<file path="config.mk">
export PLATFORM = sky130hd
export DESIGN_NAME = ifu_top
export DESIGN_NICKNAME = d
export VERILOG_FILES = /design/src/hw/ifu_insn_pkg.sv /design/src/hw/ifu_pipe_pkg.sv /design/src/hw/ifu_bpu.sv /design/src/hw/ifu_fetch_fsm.sv /design/src/hw/ifu_pipebuf.sv /design/src/hw/ifu_predecoder.sv /design/src/hw/ifu_reset_timer.sv /design/src/hw/ifu_top.sv
export VERILOG_INCLUDE_DIRS = /design/src /design/src/include
export SDC_FILE = /design/constraint.sdc
export NUM_CORES = 1
export LEC_CHECK = 0
export BUFFER_PORTS_ARGS = -buffer_cell sky130_fd_sc_hd__buf_4
export CAP_MARGIN = 40
export CORE_AREA = 5 5 143 145
export DETAILED_ROUTE_END_ITERATION = 7
export DIE_AREA = 0 0 148 150
export HOLD_SLACK_MARGIN = 0.03
export PLACE_DENSITY = 0.8
export SLEW_MARGIN = 20
export SYNTH_ARGS = -nofsm -noshare
export SYNTH_HDL_FRONTEND = slang
export SYNTH_SLANG_ARGS = --single-unit
</file>
<file path="constraint.sdc">
create_clock -name clk -period 7.2 [get_ports clk]
set_input_delay 0 -clock clk [delete_from_list [all_inputs] [get_ports clk]]
set_output_delay 0 -clock clk [all_outputs]
set_load 0.05 [all_outputs]
</file>
<file path="src/include/ifu_consts.svh">
// Fetch unit widths, opcodes, reset wait, table sizes and far-jump targets
`ifndef IFU_CONSTS_SVH
`define IFU_CONSTS_SVH

// Byte address, word pc and instruction widths
`define IFU_AW 32
`define IFU_PW (`IFU_AW-2)
`define IFU_IW 32

// Instruction field widths
`define IFU_OPW 6
`define IFU_OFS_W 24
`define IFU_REG_W 5

// Opcodes, zero decodes as a plain nop
`define IFU_OP_JMPREL 6'h02
`define IFU_OP_BCC 6'h03
`define IFU_OP_JMPFAR 6'h04

// Idle cycles after reset before the first request
`define IFU_RESET_WAIT 3

// Counter table index bits, far table index bits
`define IFU_BPU_IDX_W 4
`define IFU_FAR_IDX_W 2

// Far-jump table, word targets selected by register field
`define IFU_FAR_TGT0 30'h0000_0040
`define IFU_FAR_TGT1 30'h0000_0050
`define IFU_FAR_TGT2 30'h0000_0060
`define IFU_FAR_TGT3 30'h0000_0070

`endif

</file>
<file path="src/hw/ifu_insn_pkg.sv">
// Instruction formats, instruction word union and predecode result struct
`include "ifu_consts.svh"

package ifu_insn_pkg;

   // Relative format, jumps and conditional branches
   typedef struct packed {
      logic [`IFU_OPW-1:0]          opcode;
      logic                         link;
      // Branch if condition true
      logic                         sense;
      logic signed [`IFU_OFS_W-1:0] offset;
   } insn_rel_t;

   // Register format, far jumps
   typedef struct packed {
      logic [`IFU_OPW-1:0]                       opcode;
      logic [`IFU_REG_W-1:0]                     rs;
      logic [`IFU_IW-`IFU_OPW-`IFU_REG_W-1:0]    spare;
   } insn_reg_t;

   // Same word, two views
   typedef union packed {
      insn_rel_t rel;
      insn_reg_t rg;
   } insn_u;

   typedef struct packed {
      logic                      op_jmprel;
      logic                      op_bcc;
      logic                      op_bt;
      logic                      op_jmpfar;
      logic                      link;
      logic [`IFU_FAR_IDX_W-1:0] far_idx;
      logic [`IFU_PW-1:0]        rel_tgt;
   } predec_t;

endpackage

</file>
<file path="src/hw/ifu_pipe_pkg.sv">
// Fetch state enum, predictor update struct and decoder-bound fetch packet
`include "ifu_consts.svh"

package ifu_pipe_pkg;

   typedef enum logic [1:0] {WAIT_RESET, ISSUE, AWAIT_RESP} fetch_state_e;

   // Resolved branch outcome from a later stage
   typedef struct packed {
      logic               valid;
      logic [`IFU_PW-1:0] pc;
      logic               taken;
   } bpu_upd_t;

   typedef struct packed {
      logic [`IFU_IW-1:0] insn;
      logic [`IFU_PW-1:0] pc;
      logic               op_jmprel;
      logic               op_bcc;
      logic               op_bt;
      logic               op_jmpfar;
      logic               link;
      // Alternate path for mispredict recovery
      logic [`IFU_PW-1:0] specul_tgt;
      logic               specul_bcc;
   } fetch_pkt_t;

endpackage

</file>
<file path="src/hw/ifu_bpu.sv">
// Branch predictor with 2-bit counters, update port and far-jump target table
`timescale 1ns/1ps
`include "ifu_consts.svh"

module ifu_bpu import ifu_pipe_pkg::*; (
   input  logic                      clk,
   input  logic                      rst,
   input  logic [`IFU_PW-1:0]        rd_pc,
   input  logic [`IFU_FAR_IDX_W-1:0] far_idx,
   input  bpu_upd_t                  upd,
   output logic                      taken,
   output logic [`IFU_PW-1:0]        far_tgt
);

   localparam int ENTRIES = 1 << `IFU_BPU_IDX_W;

   logic [1:0]                cnt_q [ENTRIES];
   logic [`IFU_BPU_IDX_W-1:0] rd_idx;
   logic [`IFU_BPU_IDX_W-1:0] upd_idx;

   // Direct-mapped on the low pc bits
   assign rd_idx = rd_pc[`IFU_BPU_IDX_W-1:0];
   assign upd_idx = upd.pc[`IFU_BPU_IDX_W-1:0];

   // MSB of the counter is the prediction
   assign taken = cnt_q[rd_idx][1];

   always_ff @(posedge clk) begin
      if (rst) begin
         // Weakly not-taken
         for (int i = 0; i < ENTRIES; i++) begin
            cnt_q[i] <= 2'b01;
         end
      end else if (upd.valid) begin
         if (upd.taken && cnt_q[upd_idx] != 2'b11) begin
            cnt_q[upd_idx] <= cnt_q[upd_idx] + 2'b01;
         end else if (!upd.taken && cnt_q[upd_idx] != 2'b00) begin
            cnt_q[upd_idx] <= cnt_q[upd_idx] - 2'b01;
         end
      end
   end

   // Fixed far targets
   always_comb begin
      case (far_idx)
         2'd0:    far_tgt = `IFU_FAR_TGT0;
         2'd1:    far_tgt = `IFU_FAR_TGT1;
         2'd2:    far_tgt = `IFU_FAR_TGT2;
         default: far_tgt = `IFU_FAR_TGT3;
      endcase
   end

endmodule

</file>
<file path="src/hw/ifu_fetch_fsm.sv">
// Fetch FSM with pc register, next-pc select, bus handshake and flush redirect
`timescale 1ns/1ps
`include "ifu_consts.svh"

module ifu_fetch_fsm import ifu_insn_pkg::*, ifu_pipe_pkg::*; (
   input  logic               clk,
   input  logic               rst,
   input  logic               start_ok,
   input  logic               ibus_req_ready,
   input  logic               ibus_rsp_valid,
   input  logic               buf_ready,
   input  predec_t            predec,
   input  logic               bpu_taken,
   input  logic [`IFU_PW-1:0] far_tgt,
   input  logic               flush,
   input  logic [`IFU_PW-1:0] flush_tgt,
   output logic               ibus_req_valid,
   output logic [`IFU_AW-1:0] ibus_addr,
   output logic               ibus_rsp_ready,
   output logic               cap,
   output logic [`IFU_PW-1:0] cur_pc
);

   fetch_state_e       state_q;
   fetch_state_e       state_nxt;
   logic [`IFU_PW-1:0] pc_q;
   logic [`IFU_PW-1:0] pc_nxt;
   // Outstanding response belongs to a flushed path
   logic               drop_q;
   logic               req_fire;
   logic               rsp_fire;
   logic               rel_taken;

   assign req_fire = ibus_req_valid && ibus_req_ready;
   assign rsp_fire = ibus_rsp_valid && ibus_rsp_ready;

   // Stale or flushed responses are swallowed without waiting on the buffer
   assign ibus_rsp_ready = (state_q == AWAIT_RESP) && (drop_q || flush || buf_ready);
   assign cap = rsp_fire && !drop_q && !flush;

   // Unconditional, or conditional and predicted taken
   assign rel_taken = predec.op_jmprel || (predec.op_bcc && bpu_taken);

   // Priority: flush, far, predicted relative, sequential
   always_comb begin
      if (flush) begin
         pc_nxt = flush_tgt;
      end else if (predec.op_jmpfar) begin
         pc_nxt = far_tgt;
      end else if (rel_taken) begin
         pc_nxt = predec.rel_tgt;
      end else begin
         pc_nxt = pc_q + 1'b1;
      end
   end

   // Next request leaves in the same cycle as the captured response
   assign ibus_req_valid = (state_q == ISSUE) || cap;
   assign ibus_addr = {(state_q == AWAIT_RESP) ? pc_nxt : pc_q, 2'b00};
   assign cur_pc = pc_q;

   always_comb begin
      state_nxt = state_q;
      case (state_q)
         WAIT_RESET: if (start_ok) state_nxt = ISSUE;
         ISSUE:      if (req_fire) state_nxt = AWAIT_RESP;
         AWAIT_RESP: if (rsp_fire) state_nxt = req_fire ? AWAIT_RESP : ISSUE;
         default:    state_nxt = WAIT_RESET;
      endcase
   end

   always_ff @(posedge clk) begin
      if (rst) begin
         state_q <= WAIT_RESET;
         pc_q    <= '0;
         drop_q  <= 1'b0;
      end else begin
         state_q <= state_nxt;
         if (flush || cap) begin
            pc_q <= pc_nxt;
         end
         // Set when flush hits an accepted request still in flight
         if (rsp_fire) begin
            drop_q <= 1'b0;
         end else if (flush && (state_q == AWAIT_RESP || req_fire)) begin
            drop_q <= 1'b1;
         end
      end
   end

   // Request held with a steady address until accepted
   a_req_hold: assert property (@(posedge clk) disable iff (rst)
      ibus_req_valid && !ibus_req_ready && !flush |=> ibus_req_valid && $stable(ibus_addr));

   // No bus traffic before the reset timer has run out
   a_no_early_issue: assert property (@(posedge clk) disable iff (rst)
      !start_ok |-> !ibus_req_valid);

endmodule

</file>
<file path="src/hw/ifu_pipebuf.sv">
// One-entry valid/ready register for the fetch packet, with flush to nop
`timescale 1ns/1ps

module ifu_pipebuf import ifu_pipe_pkg::*; (
   input  logic       clk,
   input  logic       rst,
   input  logic       in_valid,
   input  fetch_pkt_t in_pkt,
   input  logic       flush,
   input  logic       out_ready,
   output logic       in_ready,
   output logic       out_valid,
   output fetch_pkt_t out_pkt
);

   fetch_pkt_t pkt_q;
   fetch_pkt_t pkt_nxt;
   logic       valid_q;
   logic       load;

   // Bubble keeps pc and targets but drops instruction and flags
   function automatic fetch_pkt_t to_nop(input fetch_pkt_t p);
      fetch_pkt_t n;
      n            = p;
      n.insn       = '0;
      n.op_jmprel  = 1'b0;
      n.op_bcc     = 1'b0;
      n.op_bt      = 1'b0;
      n.op_jmpfar  = 1'b0;
      n.link       = 1'b0;
      n.specul_bcc = 1'b0;
      return n;
   endfunction

   // Accept when empty or draining this cycle
   assign in_ready = !valid_q || out_ready;
   assign load = in_valid && in_ready;

   assign out_valid = valid_q;
   // Bubble shows up already in the flush cycle
   assign out_pkt = flush ? to_nop(pkt_q) : pkt_q;

   always_ff @(posedge clk) begin
      if (rst) begin
         valid_q <= 1'b0;
      end else if (load) begin
         valid_q <= 1'b1;
      end else if (out_ready) begin
         valid_q <= 1'b0;
      end
   end

   assign pkt_nxt = load ? in_pkt : pkt_q;

   always_ff @(posedge clk) begin
      pkt_q <= flush ? to_nop(pkt_nxt) : pkt_nxt;
   end

   // Stalled packet stays put unless flushed
   a_stall_hold: assert property (@(posedge clk) disable iff (rst)
      out_valid && !out_ready |=> out_valid && (flush || $stable(out_pkt)));

endmodule

</file>
<file path="src/hw/ifu_predecoder.sv">
// Predecoder classifying a fetched word and forming its relative target
`timescale 1ns/1ps
`include "ifu_consts.svh"

module ifu_predecoder import ifu_insn_pkg::*; (
   input  insn_u              insn,
   input  logic [`IFU_PW-1:0] pc,
   output predec_t            predec
);

   logic [`IFU_OPW-1:0] op;
   logic [`IFU_PW-1:0]  ofs_ext;
   logic                is_bcc;

   // Opcode sits in the same place in both formats
   assign op = insn.rel.opcode;
   assign is_bcc = (op == `IFU_OP_BCC);

   // Word offset sign-extended to pc width
   assign ofs_ext = {{(`IFU_PW-`IFU_OFS_W){insn.rel.offset[`IFU_OFS_W-1]}},
                     insn.rel.offset};

   always_comb begin
      predec.op_jmprel = (op == `IFU_OP_JMPREL);
      predec.op_bcc    = is_bcc;
      // Sense bit only means something on a conditional branch
      predec.op_bt     = is_bcc && insn.rel.sense;
      predec.op_jmpfar = (op == `IFU_OP_JMPFAR);
      // Link on relative jumps only
      predec.link      = predec.op_jmprel && insn.rel.link;
      // Register view picks the far table slot
      predec.far_idx   = insn.rg.rs[`IFU_FAR_IDX_W-1:0];
      predec.rel_tgt   = pc + ofs_ext;
   end

endmodule

</file>
<file path="src/hw/ifu_reset_timer.sv">
// Reset wait timer, holds fetch off for a fixed number of cycles
`timescale 1ns/1ps
`include "ifu_consts.svh"

module ifu_reset_timer (
   input  logic clk,
   input  logic rst,
   output logic done
);

   // FSM leaves WAIT_RESET one edge after done
   localparam int LIMIT = `IFU_RESET_WAIT - 1;
   localparam int CW = $clog2(`IFU_RESET_WAIT + 1);

   logic [CW-1:0] cnt_q;

   // Saturates at the limit
   always_ff @(posedge clk) begin
      if (rst) begin
         cnt_q <= '0;
      end else if (!done) begin
         cnt_q <= cnt_q + 1'b1;
      end
   end

   assign done = (cnt_q == CW'(LIMIT));

endmodule

</file>
<file path="src/hw/ifu_top.sv">
// Fetch unit top connecting timer, FSM, predecoder, predictor and pipe register
`timescale 1ns/1ps
`include "ifu_consts.svh"

module ifu_top import ifu_insn_pkg::*, ifu_pipe_pkg::*; (
   input  logic               clk,
   input  logic               rst,
   // Instruction bus
   output logic               ibus_req_valid,
   input  logic               ibus_req_ready,
   output logic [`IFU_AW-1:0] ibus_addr,
   input  logic               ibus_rsp_valid,
   input  logic [`IFU_IW-1:0] ibus_rsp_data,
   output logic               ibus_rsp_ready,
   // Decoder side
   output logic               out_valid,
   output fetch_pkt_t         out_pkt,
   input  logic               out_ready,
   // Later stage
   input  logic               flush,
   input  logic [`IFU_PW-1:0] flush_tgt,
   input  bpu_upd_t           bpu_upd
);

   logic               start_ok;
   logic               buf_ready;
   logic               cap;
   logic [`IFU_PW-1:0] cur_pc;
   predec_t            predec;
   logic               bpu_taken;
   logic [`IFU_PW-1:0] far_tgt;
   logic               pred_taken;
   fetch_pkt_t         in_pkt;

   ifu_reset_timer u_timer (
      .clk  (clk),
      .rst  (rst),
      .done (start_ok)
   );

   ifu_fetch_fsm u_fsm (
      .clk            (clk),
      .rst            (rst),
      .start_ok       (start_ok),
      .ibus_req_ready (ibus_req_ready),
      .ibus_rsp_valid (ibus_rsp_valid),
      .buf_ready      (buf_ready),
      .predec         (predec),
      .bpu_taken      (bpu_taken),
      .far_tgt        (far_tgt),
      .flush          (flush),
      .flush_tgt      (flush_tgt),
      .ibus_req_valid (ibus_req_valid),
      .ibus_addr      (ibus_addr),
      .ibus_rsp_ready (ibus_rsp_ready),
      .cap            (cap),
      .cur_pc         (cur_pc)
   );

   // Response word decoded against the pc it was fetched from
   ifu_predecoder u_predec (
      .insn   (insn_u'(ibus_rsp_data)),
      .pc     (cur_pc),
      .predec (predec)
   );

   ifu_bpu u_bpu (
      .clk     (clk),
      .rst     (rst),
      .rd_pc   (cur_pc),
      .far_idx (predec.far_idx),
      .upd     (bpu_upd),
      .taken   (bpu_taken),
      .far_tgt (far_tgt)
   );

   assign pred_taken = predec.op_bcc && bpu_taken;

   // Packet assembly
   always_comb begin
      in_pkt.insn      = ibus_rsp_data;
      in_pkt.pc        = cur_pc;
      in_pkt.op_jmprel = predec.op_jmprel;
      in_pkt.op_bcc    = predec.op_bcc;
      in_pkt.op_bt     = predec.op_bt;
      in_pkt.op_jmpfar = predec.op_jmpfar;
      in_pkt.link      = predec.link;
      // Far jump carries its predicted target, branches the path not taken
      if (predec.op_jmpfar) begin
         in_pkt.specul_tgt = far_tgt;
      end else if (pred_taken) begin
         in_pkt.specul_tgt = cur_pc + 1'b1;
      end else begin
         in_pkt.specul_tgt = predec.rel_tgt;
      end
      // Condition flag value implied by the prediction
      in_pkt.specul_bcc = predec.op_bcc && (bpu_taken == predec.op_bt);
   end

   ifu_pipebuf u_buf (
      .clk       (clk),
      .rst       (rst),
      .in_valid  (cap),
      .in_pkt    (in_pkt),
      .flush     (flush),
      .out_ready (out_ready),
      .in_ready  (buf_ready),
      .out_valid (out_valid),
      .out_pkt   (out_pkt)
   );

endmodule

</file>
# == Word level (Yosys, flattened, before mapping) ==
# Memory sizes are Yosys's and may differ from the RTL's. A register that Yosys moved wholly into a read port is not among the register bits.
# Cells that the tools add are included.
# word_totals
mem_bits_rw,32
in_bits,100
reg_bits,134
memories,1
latchBits,0
output_inout_bits,133
romBits,0
# classes
shifts,0
div,0
mul,0
n_lt_le_gt_ge,0
mux,33
bitwise,1
n_reduce_logical,31
add_sub_neg,5
eq_ne,13
# mem_list
memory,words,word_bits,read_ports,rd_clocked_by_memory_dff,wr,line_no,rtl
u_bpu.cnt_q,16,2,2,1,16,ifu_bpu.sv:17,logic [1:0] cnt_q [ENTRIES];
# ops
cell,count
$mux 98,2
$mux 30,6
$add 30x1->30 const B,1
$add 30x30->30,1
$pmux 6 s3,1
$mux 1,14
$logic_and 1x1->1,13
$eq 6x2->1 const B,2
$mux 2,6
$mux 4,3
$logic_or 1x1->1,7
$eq 2x2->1 const B,3
$eq 6x3->1 const B,1
$pmux 2 s3,1
$add 2x1->2 const B,2
$eq 2x1->1 const B,2
$logic_not 1->1,4
$logic_not 2->1,2
$ne 2x1->1 const B,2
$ne 2x2->1 const B,2
$reduce_bool 2->1,2
$reduce_or 2->1,2
$reduce_and 3->1,1
$sub 2x1->2 const B,1
2 further kinds,2

# == Longest topological paths before layout ==
# Gate-level depths: netlist of run 1.
# logic_depth
word_depth,12
ltp_mapped,13
depth_no_buf,13

# == Modules after synthesis ==
# A second synthesis of run 1 with hierarchy kept.
# unflattened
cells_unflattened,1479
area_unflattened_um2,13082.5
# by_module_without_submodules
module,instances,cells_each,area_each_um2
ifu_pipebuf,1,289,4082.7
ifu_fetch_fsm,1,530,3555.9
ifu_bpu,1,198,2229.6
ifu_predecoder,1,245,1819.2
ifu_top,1,207,1295.0
ifu_reset_timer,1,10,100.1

# == Worst setup path after synthesis of run 1 ==
# OpenSTA, ideal clock, no wires.
# synth_timing
path_kind,register to register
start,"register u_buf.valid_q, in the netlist u_buf.out_valid"
end,register u_buf.pkt_q[95] (netlist name)
path_stages_with_launch,6
setup_slack_ns,2.472
t_arrival_ns,4.602
t_required_ns,7.074
path_cell_list,dfxtp_1 -> a31oi_1 -> nand2_1 -> nor3_1 -> clkbuf_1 -> mux2_2
# synth_between
elab_chain_cells,9
# synth_lines
item,line_no,rtl
from (decl),ifu_pipebuf.sv:18,logic valid_q;
from (signal assigned),ifu_pipebuf.sv:45,valid_q <= 1'b0;
from (signal assigned),ifu_pipebuf.sv:47,valid_q <= 1'b1;
from (signal assigned),ifu_pipebuf.sv:49,valid_q <= 1'b0;
$logic_not 1->1,ifu_pipebuf.sv:36,assign in_ready = !valid_q || out_ready;
$logic_or 1x1->1,ifu_pipebuf.sv:36,
$logic_or 1x1->1,ifu_fetch_fsm.sv:38,assign ibus_rsp_ready = (state_q == AWAIT_RESP) && (drop_q || flush || buf_ready);
$logic_and 1x1->1,ifu_fetch_fsm.sv:38,
named net ibus_rsp_ready,ifu_top.sv:14,"output logic ibus_rsp_ready,"
$logic_and 1x1->1,ifu_fetch_fsm.sv:35,assign rsp_fire = ibus_rsp_valid && ibus_rsp_ready;
$logic_and 1x1->1 (2 in series),ifu_fetch_fsm.sv:39,assign cap = rsp_fire && !drop_q && !flush;
$logic_and 1x1->1,ifu_pipebuf.sv:37,assign load = in_valid && in_ready;
named net u_buf.load,ifu_pipebuf.sv:19,logic load;
$mux 98,ifu_pipebuf.sv:53,assign pkt_nxt = load ? in_pkt : pkt_q;
to (signal assigned),ifu_pipebuf.sv:56,pkt_q <= flush ? to_nop(pkt_nxt) : pkt_nxt;
to (decl),ifu_pipebuf.sv:16,fetch_pkt_t pkt_q;
# The timed path passes the listed nets, and every way through them passes these cells.
# A chain may end at the register's enable or synchronous reset.

# == Worst setup path in the final report of run 1 ==
# layout_timing
start,"register u_fsm.pc_q[0], in the netlist u_fsm.cur_pc[0]"
end,output port ibus_addr[24]
# layout_between
elab_chain_cells,5
word_cells_on_any_way,6
classes_between,add/sub: 2; mux: 4
# layout_lines
item,line_no,rtl
from (decl),ifu_fetch_fsm.sv:26,logic [`IFU_PW-1:0] pc_q;
from (signal assigned),ifu_fetch_fsm.sv:80,pc_q <= pc_nxt;
$add 30x1->30 / $add 30x30->30 (equally long branches),"ifu_fetch_fsm.sv:53, ifu_predecoder.sv:33",
$mux 30 (*),ifu_fetch_fsm.sv:50,end else if (rel_taken) begin
$mux 30 (*),ifu_fetch_fsm.sv:48,end else if (predec.op_jmpfar) begin
$mux 30 (*),ifu_fetch_fsm.sv:46,if (flush) begin
$mux 30 (*),ifu_fetch_fsm.sv:59,"assign ibus_addr = {(state_q == AWAIT_RESP) ? pc_nxt : pc_q, 2'b00};"
to (decl),ifu_top.sv:11,"output logic [`IFU_AW-1:0] ibus_addr,"
# Every way passes the cells marked *; elsewhere a longest branch is shown, timed or not.

==> out/results.tsv, run 1 <==
stage	metric	value	unit
yosys	Synth Register Bits	170	
clock_tree	# H-tree levels	4	
critical_path	Worst EP required	7.20	ns
sta	Final Hold Vio Count	0	
worst_hold_path	min-delay worst type	input pin to flop	
sta	Final Max Slew Viols	0	
final_layout	layout cell share with drive strength beyond 1	24.0	%
critical_path	Max FO, Critical Path	10	
critical_path	Register-to-Register Path Depth	13	
clock_tree	clock latency on the worst-skew pair	0.44	ns
clock_tree	clock root cell	clkbuf_16	
critical_path	CP endpoint kind	output port	
run_status	status	finished clean	
final_layout	post-route cell area	12700	um2
yosys	Post-synth ARST share	0	%
route	average wire per cell in the routed design	19.9	um
critical_path	CP Class	flop to output port	
final_layout	most frequent cells in the layout	buf_4 (213), nor2_1 (135), nand2_1 (95)	
floorplanning	Core ar.	19100	um2
yosys	Yosys top cell by area	edfxtp_1	
placement	pre-CTS setup slack	3.34	ns
global_route	vias in the first global route	8737	
global_route	Total GRT Usage	26.9	%
yosys	register area share after synthesis	42.0	%
floorplanning	die width	148	um
clock_tree	Num CTS Buffers	17	
sta	WHS	0.0522	ns
final_layout	Post-layout nets	1403	
global_route	first-pass GRT wire length	47200	um
final_layout	area grow syn2layout	23.6	%
final_layout	final std cells w/o fill	1522	
yosys	Synth Cell Area	10300	um2
critical_path	Reg2Reg Launch Point	u_fsm.cur_pc[0]	
yosys	number of synthesized flops with an enable pin	92	
yosys	main flop type after synthesis	edfxtp_1	
placement	placed inst area	11500	um2
sta	RSZ-0062 raised after global routing	no	
sta	Fin Clk Skew	0.0110	ns
route	drt first pass iters	5	
sta	Worst-Margin Slew	0.914	ns
yosys	top post-synthesis cells by area	edfxtp_1 (27%), dfxtp_1 (15%), nor2_1 (4.9%)	
yosys	cell count after synthesis	1102	
clock_tree	post-CTS setup buffers	0	
yosys	Synth cell types	64	
final_layout	fin util	66.7	%
placement	HPWL Detailed	21400	um
route	vias per inst	5.89	
final_layout	most common cell after layout, fill and taps aside	buf_4	
clock_tree	CTS tree	done	
yosys	Syn. warnings	0	
sta	Period minus WS final	4.34	ns
yosys	syn_area_per_cell	9.34	um2
power	leakage	5.16	nW
route	total wire length	30300	um
power	worst vdd ir	0.218	mV
critical_path	arrival time at the worst endpoint	4.34	ns
yosys	Synth top area share	26.8	%
clock_tree	cts repair resizes	0	
power	PwrDens	227	nW/um2
critical_path	reg2reg end	u_buf.pkt_q[29]	
clock_tree	Clock Tree Buf Depth	2	
sta	post-route setup TNS	0	ns
power	total power	2.90	mW
critical_path	Worst setup SP type	flop	
route	Vias	8964	
worst_hold_path	Hold Path Stages	3	
global_route	initial antenna violation count	0	
floorplanning	Initial Utilization	54.0	%
clock_tree	CTS clk-pin slew, worst paths	0.07	ns
route	initial drt markers	773	
sta	Setup WS post-layout	2.86	ns
placement	# port buffers	204	
route	DRC	0	
sta	Rel. slew slack	38.8	%
sta	Max Freq	0.230	GHz
floorplanning	Placement Rows	51	
global_route	largest net degree at the start of global routing	66	
critical_path	reg2reg setup slack	3.37	ns
placement	DP Cell Count	1428	
route	antenna viol nets, final	0	
floorplanning	die span in y	150	um
worst_hold_path	Worst Min Path Start	flush_tgt[3]	
placement	RePlAce Congestion	0.921	
run	maxcap violations	0	
floorplanning	I/O Pins	233	
sta	final setup fails	0	
final_layout	Ant. Diodes	0	
global_route	grt total ovfl	0	
floorplanning	Die ar.	22200	um2
sta	post-route clock period utilization	60.3	%
clock_tree	CTS Sinks	170	
[critical path, stage by stage, from the launching register on]
cell and delay [ns]:
dfxtp_1 0.55, ha_1 0.28, inv_1 0.07, fa_1 0.39
nor2b_1 0.18, o2111ai_1 0.13, nand3_1 0.18, a41oi_1 0.26
o31a_1 0.41, o21a_1 0.24, o21ai_1 0.15, xnor2_1 0.10
o31ai_1 0.48, mux2_2 0.28, buf_4 0.20
[final cells by class]
| type | instances | area [um2] |
|---|---|---|
| inverter | 16 | 60.1 |
| clock inverter | 15 | 170 |
| sequential | 170 | 4320 |
| fill | 1446 | 6350 |
| multi-input combinational | 790 | 5200 |
| clock buffer | 17 | 425 |
| tap | 238 | 298 |
| timing repair buffer | 276 | 2250 |
[per-layer routing]
metal,GRT usage (%),wire (um),vias up
li1,-,-,4252
met1,33.9,12000,4234
met2,46.6,15100,419
met3,4.60,2290,59
met4,10.3,947,0
met5,0,0,-
[sequential cells by signal, indices dropped and copies added (netlist names), named ones only]
| register | count |
|---|---|
| u_fsm.drop_q | 1 |
| u_buf.out_valid | 1 |
| u_buf.pkt_q | 98 |
| u_fsm.state_q | 2 |
| u_fsm.cur_pc | 30 |
| u_timer.cnt_q | 2 |
| u_bpu.cnt_q | 32 |
[how the worst max path moves through the flow]
| stage | startpoint | end | slack, ns | cells after the start |
|---|---|---|---|---|
| after floorplan | u_buf.out_valid | u_buf.pkt_q[95] | 2.47 | 5 |
| after global placement | u_fsm.state_q[0] | u_buf.pkt_q[82] | 3.33 | 7 |
| after detailed placement | u_fsm.cur_pc[0] | ibus_addr[24] | 3.34 | 14 |
| after CTS | u_fsm.cur_pc[0] | ibus_addr[24] | 2.84 | 14 |
| after global routing | u_fsm.cur_pc[0] | ibus_addr[24] | 2.65 | 14 |
| final | u_fsm.cur_pc[0] | ibus_addr[24] | 2.86 | 14 |
[timing repair]
| item | in CTS | in global routing |
|---|---|---|
| hold buffers | 61 | 1 |
| hold endpoints to repair | 69 | 1 |
| setup endpoints to repair | 0 | 0 |
[power by group]
part           internal (mW)  total [mW]  switching, mW
Combinational          0.307       0.827          0.521
Sequential              1.09        1.15         0.0571
Clock                  0.469       0.923          0.454
[synthesized netlist by cell type (22+ instances only)]
master    instances
mux2_2           37
buf_4            63
ha_1             31
a211oi_1         42
nor3_1           22
nor2b_1          40
nor2_1          135
xnor2_1          32
nand3_1          26
dfxtp_1          78
clkbuf_1         53
edfxtp_1         92
o21ai_0          57
xor2_1           24
nand2_1          95
a21oi_1          65
a21o_1           22
[cell families (layout without fill, tap and decap cells)]
family,Yosys count,after routing,synth area share [%]
buf+inv,143,324,7.68
simple gates,376,376,16.9
fa+ha+maj,32,32,3.96
other cells,1,2,0.0364
mux,62,62,8.25
compound gates,262,262,16.4
xor+xnor,56,56,4.76
flops,170,170,42.0
(Power assumes the default switching activity.)
==> run 2, diff against run 1 <==
CORE_AREA = 5 5 150 152   (was 5 5 143 145)
DIE_AREA = 0 0 155 157   (was 0 0 148 150)
PLACE_DENSITY = 0.77   (was 0.8)
clock period = 3.9 ns   (was 7.2 ns; I/O delays follow)
==> out/results.tsv, run 2 (synthesis results as in run 1) <==
stage	metric	value	unit	change
critical_path	CP Class	flop to output port		unchanged
final_layout	Post-layout nets	1415		was 1403
floorplanning	Placement Rows	53		was 51
clock_tree	clock root cell	clkbuf_16		unchanged
power	worst vdd ir	0.323	mV	was 0.218 mV
sta	Rel. slew slack	51.0	%	was 38.8%
final_layout	max reg flops	98		unchanged
power	Net Sw Frac	33.8	%	was 35.6%
floorplanning	Initial Utilization	49.3	%	was 54.0%
route	total wire length	30400	um	was 30300 um
sta	Final Hold Vio Count	0		unchanged
critical_path	Max FO, Critical Path	8		was 10
power	Int Pwr	3.61	mW	was 1.86 mW
clock_tree	Num CTS Buffers	17		unchanged
floorplanning	Core ar.	20900	um2	was 19100 um2
power	clock power share	33.0	%	was 31.9%
placement	HPWL Detailed	21200	um	was 21400 um
sta	Period minus WS final	3.68	ns	
power	PwrDens	422	nW/um2	was 227 nW/um2
global_route	grt total ovfl	0		unchanged
run	maxcap violations	0		unchanged
clock_tree	Clock Tree Buf Depth	2		unchanged
critical_path	CP max stage delay	0.41	ns	was 0.55 ns
placement	# port buffers	204		unchanged
route	DRC	0		unchanged
final_layout	most common cell after layout, fill and taps aside	buf_4		unchanged
final_layout	Ant. Diodes	0		unchanged
sta	final setup fails	0		unchanged
power	combinational share of power	28.4	%	was 28.6%
placement	RePlAce Congestion	0.938		was 0.921
route	average wire per cell in the routed design	19.4	um	was 19.9 um
clock_tree	CTS Sinks	170		unchanged
route	Vias	9008		was 8964
final_layout	Reg area	4330	um2	was 4320 um2
final_layout	area grow syn2layout	25.3	%	was 23.6%
critical_path	arrival time at the worst endpoint	3.68	ns	was 4.34 ns
critical_path	crit path cell chain	buf_4, ha_1, a211oi_1, nor2_1, a41o_1, a21oi_1, o21ai_1, a31oi_1, nor3_1, a311oi_1, a21oi_1, o21ai_0, buf_4		was ha_1, inv_1, fa_1, nor2b_1, o2111ai_1, nand3_1, a41oi_1, o31a_1, o21a_1, o21ai_1, xnor2_1, o31ai_1, mux2_2, buf_4
final_layout	most frequent cells in the layout	buf_4 (226), nor2_1 (135), nand2_1 (95)		was buf_4 (213), nor2_1 (135), nand2_1 (95)
sta	Final Max Slew Viols	0		unchanged
clock_tree	CTS tree	done		unchanged
floorplanning	I/O Pins	233		unchanged
critical_path	CP max stage cell	a311oi_1		was dfxtp_1
global_route	largest net degree at the start of global routing	57		was 66
route	initial drt markers	820		was 773
global_route	first-pass GRT wire length	47600	um	was 47200 um
sta	Worst-Margin Slew	0.734	ns	was 0.914 ns
clock_tree	# H-tree levels	4		unchanged
floorplanning	Die ar.	24300	um2	was 22200 um2
sta	Max Freq	0.271	GHz	
sta	Fin Clk Skew	0.0128	ns	was 0.0110 ns
floorplanning	die span in y	157	um	was 150 um
final_layout	Top reg by flops	u_buf.pkt_q		unchanged
clock_tree	clock latency on the worst-skew pair	0.44	ns	about the same
route	vias per inst	5.73		was 5.89
clock_tree	CTS clk-pin slew, worst paths	0.07	ns	about the same
sta	post-route clock period utilization	94.5	%	
global_route	Total GRT Usage	24.6	%	was 26.9%
route	antenna viol nets, final	0		unchanged
floorplanning	die width	155	um	was 148 um
sta	WHS	0.0608	ns	was 0.0522 ns
final_layout	layout cell share with drive strength beyond 1	25.2	%	was 24.0%
critical_path	CP endpoint kind	output port		unchanged
power	Switch Pwr	1.84	mW	was 1.03 mW
final_layout	Layout fillers	1682		was 1446
critical_path	Worst setup SP type	flop		unchanged
global_route	initial antenna violation count	0		unchanged
power	Reg power frac	38.6	%	was 39.6%
power	leakage	5.23	nW	was 5.16 nW
final_layout	multi-input logic area	5250	um2	was 5200 um2
power	total power	5.45	mW	was 2.90 mW
critical_path	Worst EP required	3.90	ns	was 7.20 ns
worst_hold_path	min-delay worst type	input pin to flop		unchanged
run_status	status	finished clean		unchanged
global_route	vias in the first global route	8825		was 8737
route	drt first pass iters	6		was 5
==> run 2: cell types whose count changed in the layout (fill, tap and decap cells not counted), moves of 2 or more <==
cell and delta:
a21oi_1 -2, a21oi_2 +2, buf_4 +13, bufinv_16 +3
clkinv_8 -4, dfxtp_1 -2, dfxtp_2 +2, o21ai_0 -3
o21ai_1 +2
==> run 2: metal layers <==
layer / vias up / share of wire (%) / track usage [%]
met3: 71 / 7.0 / 3.77
li1: 4265 / - / -
met5: - / 0 / 0
met1: 4270 / 40 / 31.2
met4: 0 / 3.1 / 8.96
met2: 402 / 49 / 42.6
==> run 2: power groups by stage <==
stage                     Clock (mW)  Combinational (mW)  Sequential, mW
after floorplan                    0                1.07            2.11
after global placement             0                1.44            2.14
after detailed placement           0                1.45            2.14
after CTS                       1.81                1.52            2.10
after global routing            1.89                1.67            2.12
final                           1.80                1.55            2.11
==> run 2: what timing repair did <==
| action | 4_1_cts | 5_1_grt |
|---|---|---|
| buffers inserted | 0 | 1 |
| pin swaps | 0 | 1 |
| gates resized for setup | 1 | 12 |
| hold buffers | 62 | 0 |
| setup endpoints to repair | 1 | 14 |
| hold endpoints to repair | 72 | 0 |
==> run 2: worst paths after layout <==
path                         from          endpoint  slack [ns]  cells after the start
hold / removal       flush_tgt[6]   u_fsm.cur_pc[6]        0.06                      4
setup reg to reg  u_fsm.cur_pc[1]  u_fsm.cur_pc[27]        0.76                     12
setup / recovery  u_fsm.cur_pc[1]     ibus_addr[31]        0.22                     13
hold reg to reg   u_buf.pkt_q[31]   u_buf.pkt_q[31]        0.48                      2
==> run 2: stage by stage <==
| step | setup TNS (ns) | utilization (%) | instances | instance area (um2) | setup slack (ns) |
|---|---|---|---|---|---|
| 2_1_floorplan | 0 | - | 1103 | 10300 | 0.109 |
| 3_3_place_gp | 0 | 55.6 | 1475 | 11600 | 0.418 |
| 3_5_place_dp | 0 | 55.6 | 1475 | 11600 | 0.408 |
| 4_1_cts | 0 | 61.5 | 1569 | 12800 | 0.0214 |
| 5_1_grt | -0.0119 | 61.8 | 1571 | 12900 | -0.00768 |
| 6_report | 0 | 61.8 | 1571 | 12900 | 0.216 |
==> run 2: critical path, delay by kind of cell, from the launching register on <==
family	cells	cell delay [ns]
AO/OA/AOI/OAI	8	2.01
buffers and inverters	2	0.41
flip-flops	1	0.31
adder cells (fa/ha/maj)	1	0.29
AND/OR/NAND/NOR	2	0.22
==> run 2: cell type report <==
class                   count  share of cell area (%)
multi-input cells         790                    40.6
flip-flops and latches    170                    33.5
repair buffers            288                    18.0
clock buffers              18                    3.32
well taps                 275                    2.67
clock inverters            14                    1.42
inverters                  16                   0.465
==> run 3, diff against run 2 <==
CORE_AREA = 5 5 165 167   (was 5 5 150 152)
DIE_AREA = 0 0 170 172   (was 0 0 155 157)
RECOVER_POWER = 25   (was not set)
SYNTH_HIERARCHICAL = 1   (was not set)
==> out/results.tsv, run 3 <==
stage	metric	value	unit	change
run_status	status	complete, but fails checks		was finished clean
run_status	failing checks	negative setup slack		
yosys	largest family of logic cells by synthesized area	simple AND/OR/NAND/NOR gates		unchanged
yosys	top post-synthesis cells by count	nand2_1 (161), nor2_1 (99), buf_4 (98)		was nor2_1 (135), nand2_1 (95), edfxtp_1 (92)
critical_path	crit path cell chain	ha_4, inv_2, fa_2, nor2b_4, o2111ai_4, a311oi_2, nor2_2, o311ai_4, a41oi_2, xnor2_2, nor2_1, a221oi_2, a21oi_2, a31o_2, a211oi_4, buf_6		was buf_4, ha_1, a211oi_1, nor2_1, a41o_1, a21oi_1, o21ai_1, a31oi_1, nor3_1, a311oi_1, a21oi_1, o21ai_0, buf_4
power	leakage	6.15	nW	was 5.23 nW
final_layout	max reg flops	98		unchanged
global_route	largest net degree at the start of global routing	86		was 57
route	DRC	0		unchanged
sta	Rel. slew slack	42.4	%	was 51.0%
final_layout	most frequent cells in the layout	buf_4 (236), nand2_1 (161), nor2_1 (94)		was buf_4 (226), nor2_1 (135), nand2_1 (95)
sta	post-route setup TNS	-0.257	ns	was 0 ns
yosys	number of synthesized flops with an enable pin	92		unchanged
yosys	cell count after synthesis	1479		was 1102
clock_tree	clock latency on the worst-skew pair	0.44	ns	about the same
route	antenna viol nets, final	0		unchanged
power	PwrDens	346	nW/um2	was 422 nW/um2
final_layout	post-route cell area	15700	um2	was 12900 um2
sta	final setup fails	3		was 0
sta	Setup WS post-layout	-0.113	ns	was 0.216 ns
placement	pre-CTS setup slack	0.182	ns	was 0.408 ns
clock_tree	CTS tree	done		unchanged
yosys	Synth Area in Simple Gates	23.1	%	was 16.9%
placement	# port buffers	204		unchanged
yosys	main flop type after synthesis	edfxtp_1		unchanged
global_route	grt total ovfl	0		unchanged
route	Vias	12200		was 9008
yosys	post-synthesis mux area share	6.74	%	was 8.25%
critical_path	Worst EP required	3.90	ns	about the same
power	total power	5.43	mW	was 5.45 mW
final_layout	area grow syn2layout	20.0	%	was 25.3%
global_route	first-pass GRT wire length	61900	um	was 47600 um
yosys	post-synthesis xor/xnor area fraction	4.28	%	was 4.76%
final_layout	most common cell after layout, fill and taps aside	buf_4		unchanged
yosys	compound-gate portion of the synthesized area	19.3	%	was 16.4%
sta	Final Hold Vio Count	0		unchanged
floorplanning	Initial Utilization	51.1	%	was 49.3%
final_layout	Post-layout nets	1783		was 1415
route	total wire length	40900	um	was 30400 um
yosys	top post-synthesis cells by area	edfxtp_1 (21%), dfxtp_1 (11%), buf_4 (5.6%)		was edfxtp_1 (27%), dfxtp_1 (15%), nor2_1 (4.9%)
route	vias per inst	6.12		was 5.73
global_route	Total GRT Usage	26.7	%	was 24.6%
critical_path	crit path from	u_fsm/cur_pc[0]		was u_fsm.cur_pc[1]
placement	HPWL Detailed	30100	um	was 21200 um
critical_path	Bufs and invs on worst path	2		unchanged
critical_path	CP Class	flop to output port		unchanged
yosys	top-count cell post-synth	nand2_1		was nor2_1
sta	Max Freq	0.249	GHz	was 0.271 GHz
global_route	vias in the first global route	11100		was 8825
global_route	initial antenna violation count	1		was 0
route	initial drt markers	1677		was 820
yosys	Syn. warnings	6		was 0
sta	RSZ-0062 raised after global routing	yes		
sta	Worst-Margin Slew	0.864	ns	was 0.734 ns
yosys	Synth Cell Area	13100	um2	was 10300 um2
floorplanning	Placement Rows	59		was 53
placement	DP Cell Count	1904		was 1475
critical_path	CP max stage cell	fa_2		was a311oi_1
critical_path	arrival time at the worst endpoint	4.01	ns	was 3.68 ns
yosys	Post-synth ARST share	0	%	unchanged
floorplanning	die span in y	172	um	was 157 um
yosys	Yosys top cell by area	edfxtp_1		unchanged
floorplanning	die width	170	um	was 155 um
sta	Fin Clk Skew	0.0145	ns	was 0.0128 ns
sta	post-route clock period utilization	103	%	was 94.5%
clock_tree	CTS clk-pin slew, worst paths	0.07	ns	about the same
clock_tree	# H-tree levels	4		unchanged
clock_tree	Num CTS Buffers	17		unchanged
yosys	Synth top area share	21.1	%	was 26.8%
route	average wire per cell in the routed design	20.5	um	was 19.4 um
floorplanning	Die ar.	29200	um2	was 24300 um2
power	worst vdd ir	0.248	mV	was 0.323 mV
yosys	register area share after synthesis	32.4	%	was 42.0%
placement	placed inst area	14400	um2	was 11600 um2
placement	RePlAce Congestion	0.959		was 0.938
critical_path	CP max stage delay	0.39	ns	was 0.41 ns
critical_path	Max FO, Critical Path	2		was 8
clock_tree	CTS Sinks	166		was 170
worst_hold_path	Worst Min Path Start	rst		was flush_tgt[6]
sta	Final Max Slew Viols	0		unchanged
yosys	syn_area_per_cell	8.85	um2	was 9.34 um2
run	maxcap violations	0		unchanged
final_layout	Ant. Diodes	0		unchanged
critical_path	Reg2Reg Launch Point	u_fsm/cur_pc[0]		was u_fsm.cur_pc[1]
yosys	Synth Register Bits	166		was 170
clock_tree	Clock Tree Buf Depth	2		unchanged
floorplanning	I/O Pins	233		unchanged
final_layout	Top reg by flops	u_buf/pkt_q		was u_buf.pkt_q
critical_path	CP endpoint kind	output port		unchanged
final_layout	final std cells w/o fill	1997		was 1571
clock_tree	clock root cell	clkbuf_16		unchanged
yosys	adder-cell area share of the yosys netlist	3.31	%	was 3.96%
floorplanning	Core ar.	25600	um2	was 20900 um2
critical_path	family with the most delay on the worst path	compound AO/OA/AOI/OAI gates		unchanged
worst_hold_path	min-delay worst type	input pin to flop		unchanged
route	drt first pass iters	6		unchanged
critical_path	Worst setup SP type	flop		unchanged
critical_path	reg2reg setup slack	0.24	ns	was 0.76 ns
sta	Period minus WS final	4.01	ns	was 3.68 ns
final_layout	layout cell share with drive strength beyond 1	25.8	%	was 25.2%
yosys	Synth cell types	111		was 64
run 3: cell types whose count changed after synthesis, sizes merged, moves of 18 or more:
cell and delta:
a211oi -23, nor2 -34, nor3 +18, nor2b +35
o221ai +21, buf +56, nand2 +65, nor4 +24
inv +20, o31ai +22
run 3: worst paths after layout:
kind | cells past startpoint | to
worst max-delay path | 16 | ibus_addr[26]
worst min-delay path | 2 | u_timer/cnt_q[0]
worst max register to register | 17 | u_fsm/cur_pc[28]
worst min register to register | 2 | u_timer/cnt_q[1]
run 3: power breakdown:
part	internal [mW]	leakage, nW	switching, mW
Sequential	1.93	1.43	0.0506
Clock	0.921	0.295	0.821
Combinational	0.611	4.43	1.09
Total	3.47	6.15	1.97
run 3: cell families after synthesis:
family,count (synthesis)
AND/OR/NAND/NOR,568
AO/OA/AOI/OAI,348
buffers and inverters,231
flip-flops,166
multiplexers,65
XOR/XNOR,64
adder cells (fa/ha/maj),34
other,3
run 3: final cells by class:
type | instances | area [um2]
timing repair buffer | 319 | 2490
tap | 335 | 419
fill | 2170 | 9910
multi-input combinational | 1109 | 7810
inverter | 36 | 135
sequential | 166 | 4250
clock inverter | 15 | 181
clock buffer | 17 | 425
run 3: what timing repair did:
item / CTS / global route
hold endpoints to repair: 52 / 0
setup buffers: 3 / 7
gates resized for setup: 9 / 45
hold buffers: 51 / 0
pin swaps: 5 / 21
setup endpoints to repair: 6 / 14
run 3: layer usage:
metal | wire length [um] | track usage (%) | vias up | share of wire (%)
met3 | 4890 | 5.92 | 62 | 12
met5 | 7 | 0 | - | 0.017
met4 | 664 | 5.59 | 2 | 1.6
met1 | 17700 | 39.1 | 5758 | 43
met2 | 17700 | 40.9 | 752 | 43
li1 | - | - | 5640 | -
run 3: through the flow:
step	utilization, %	hold slack [ns]
after floorplan	-	0.0624
after global placement	56.1	0.303
after detailed placement	56.1	0.314
after CTS	60.7	0.0432
after global routing	61.3	0.0551
final	61.3	0.0602
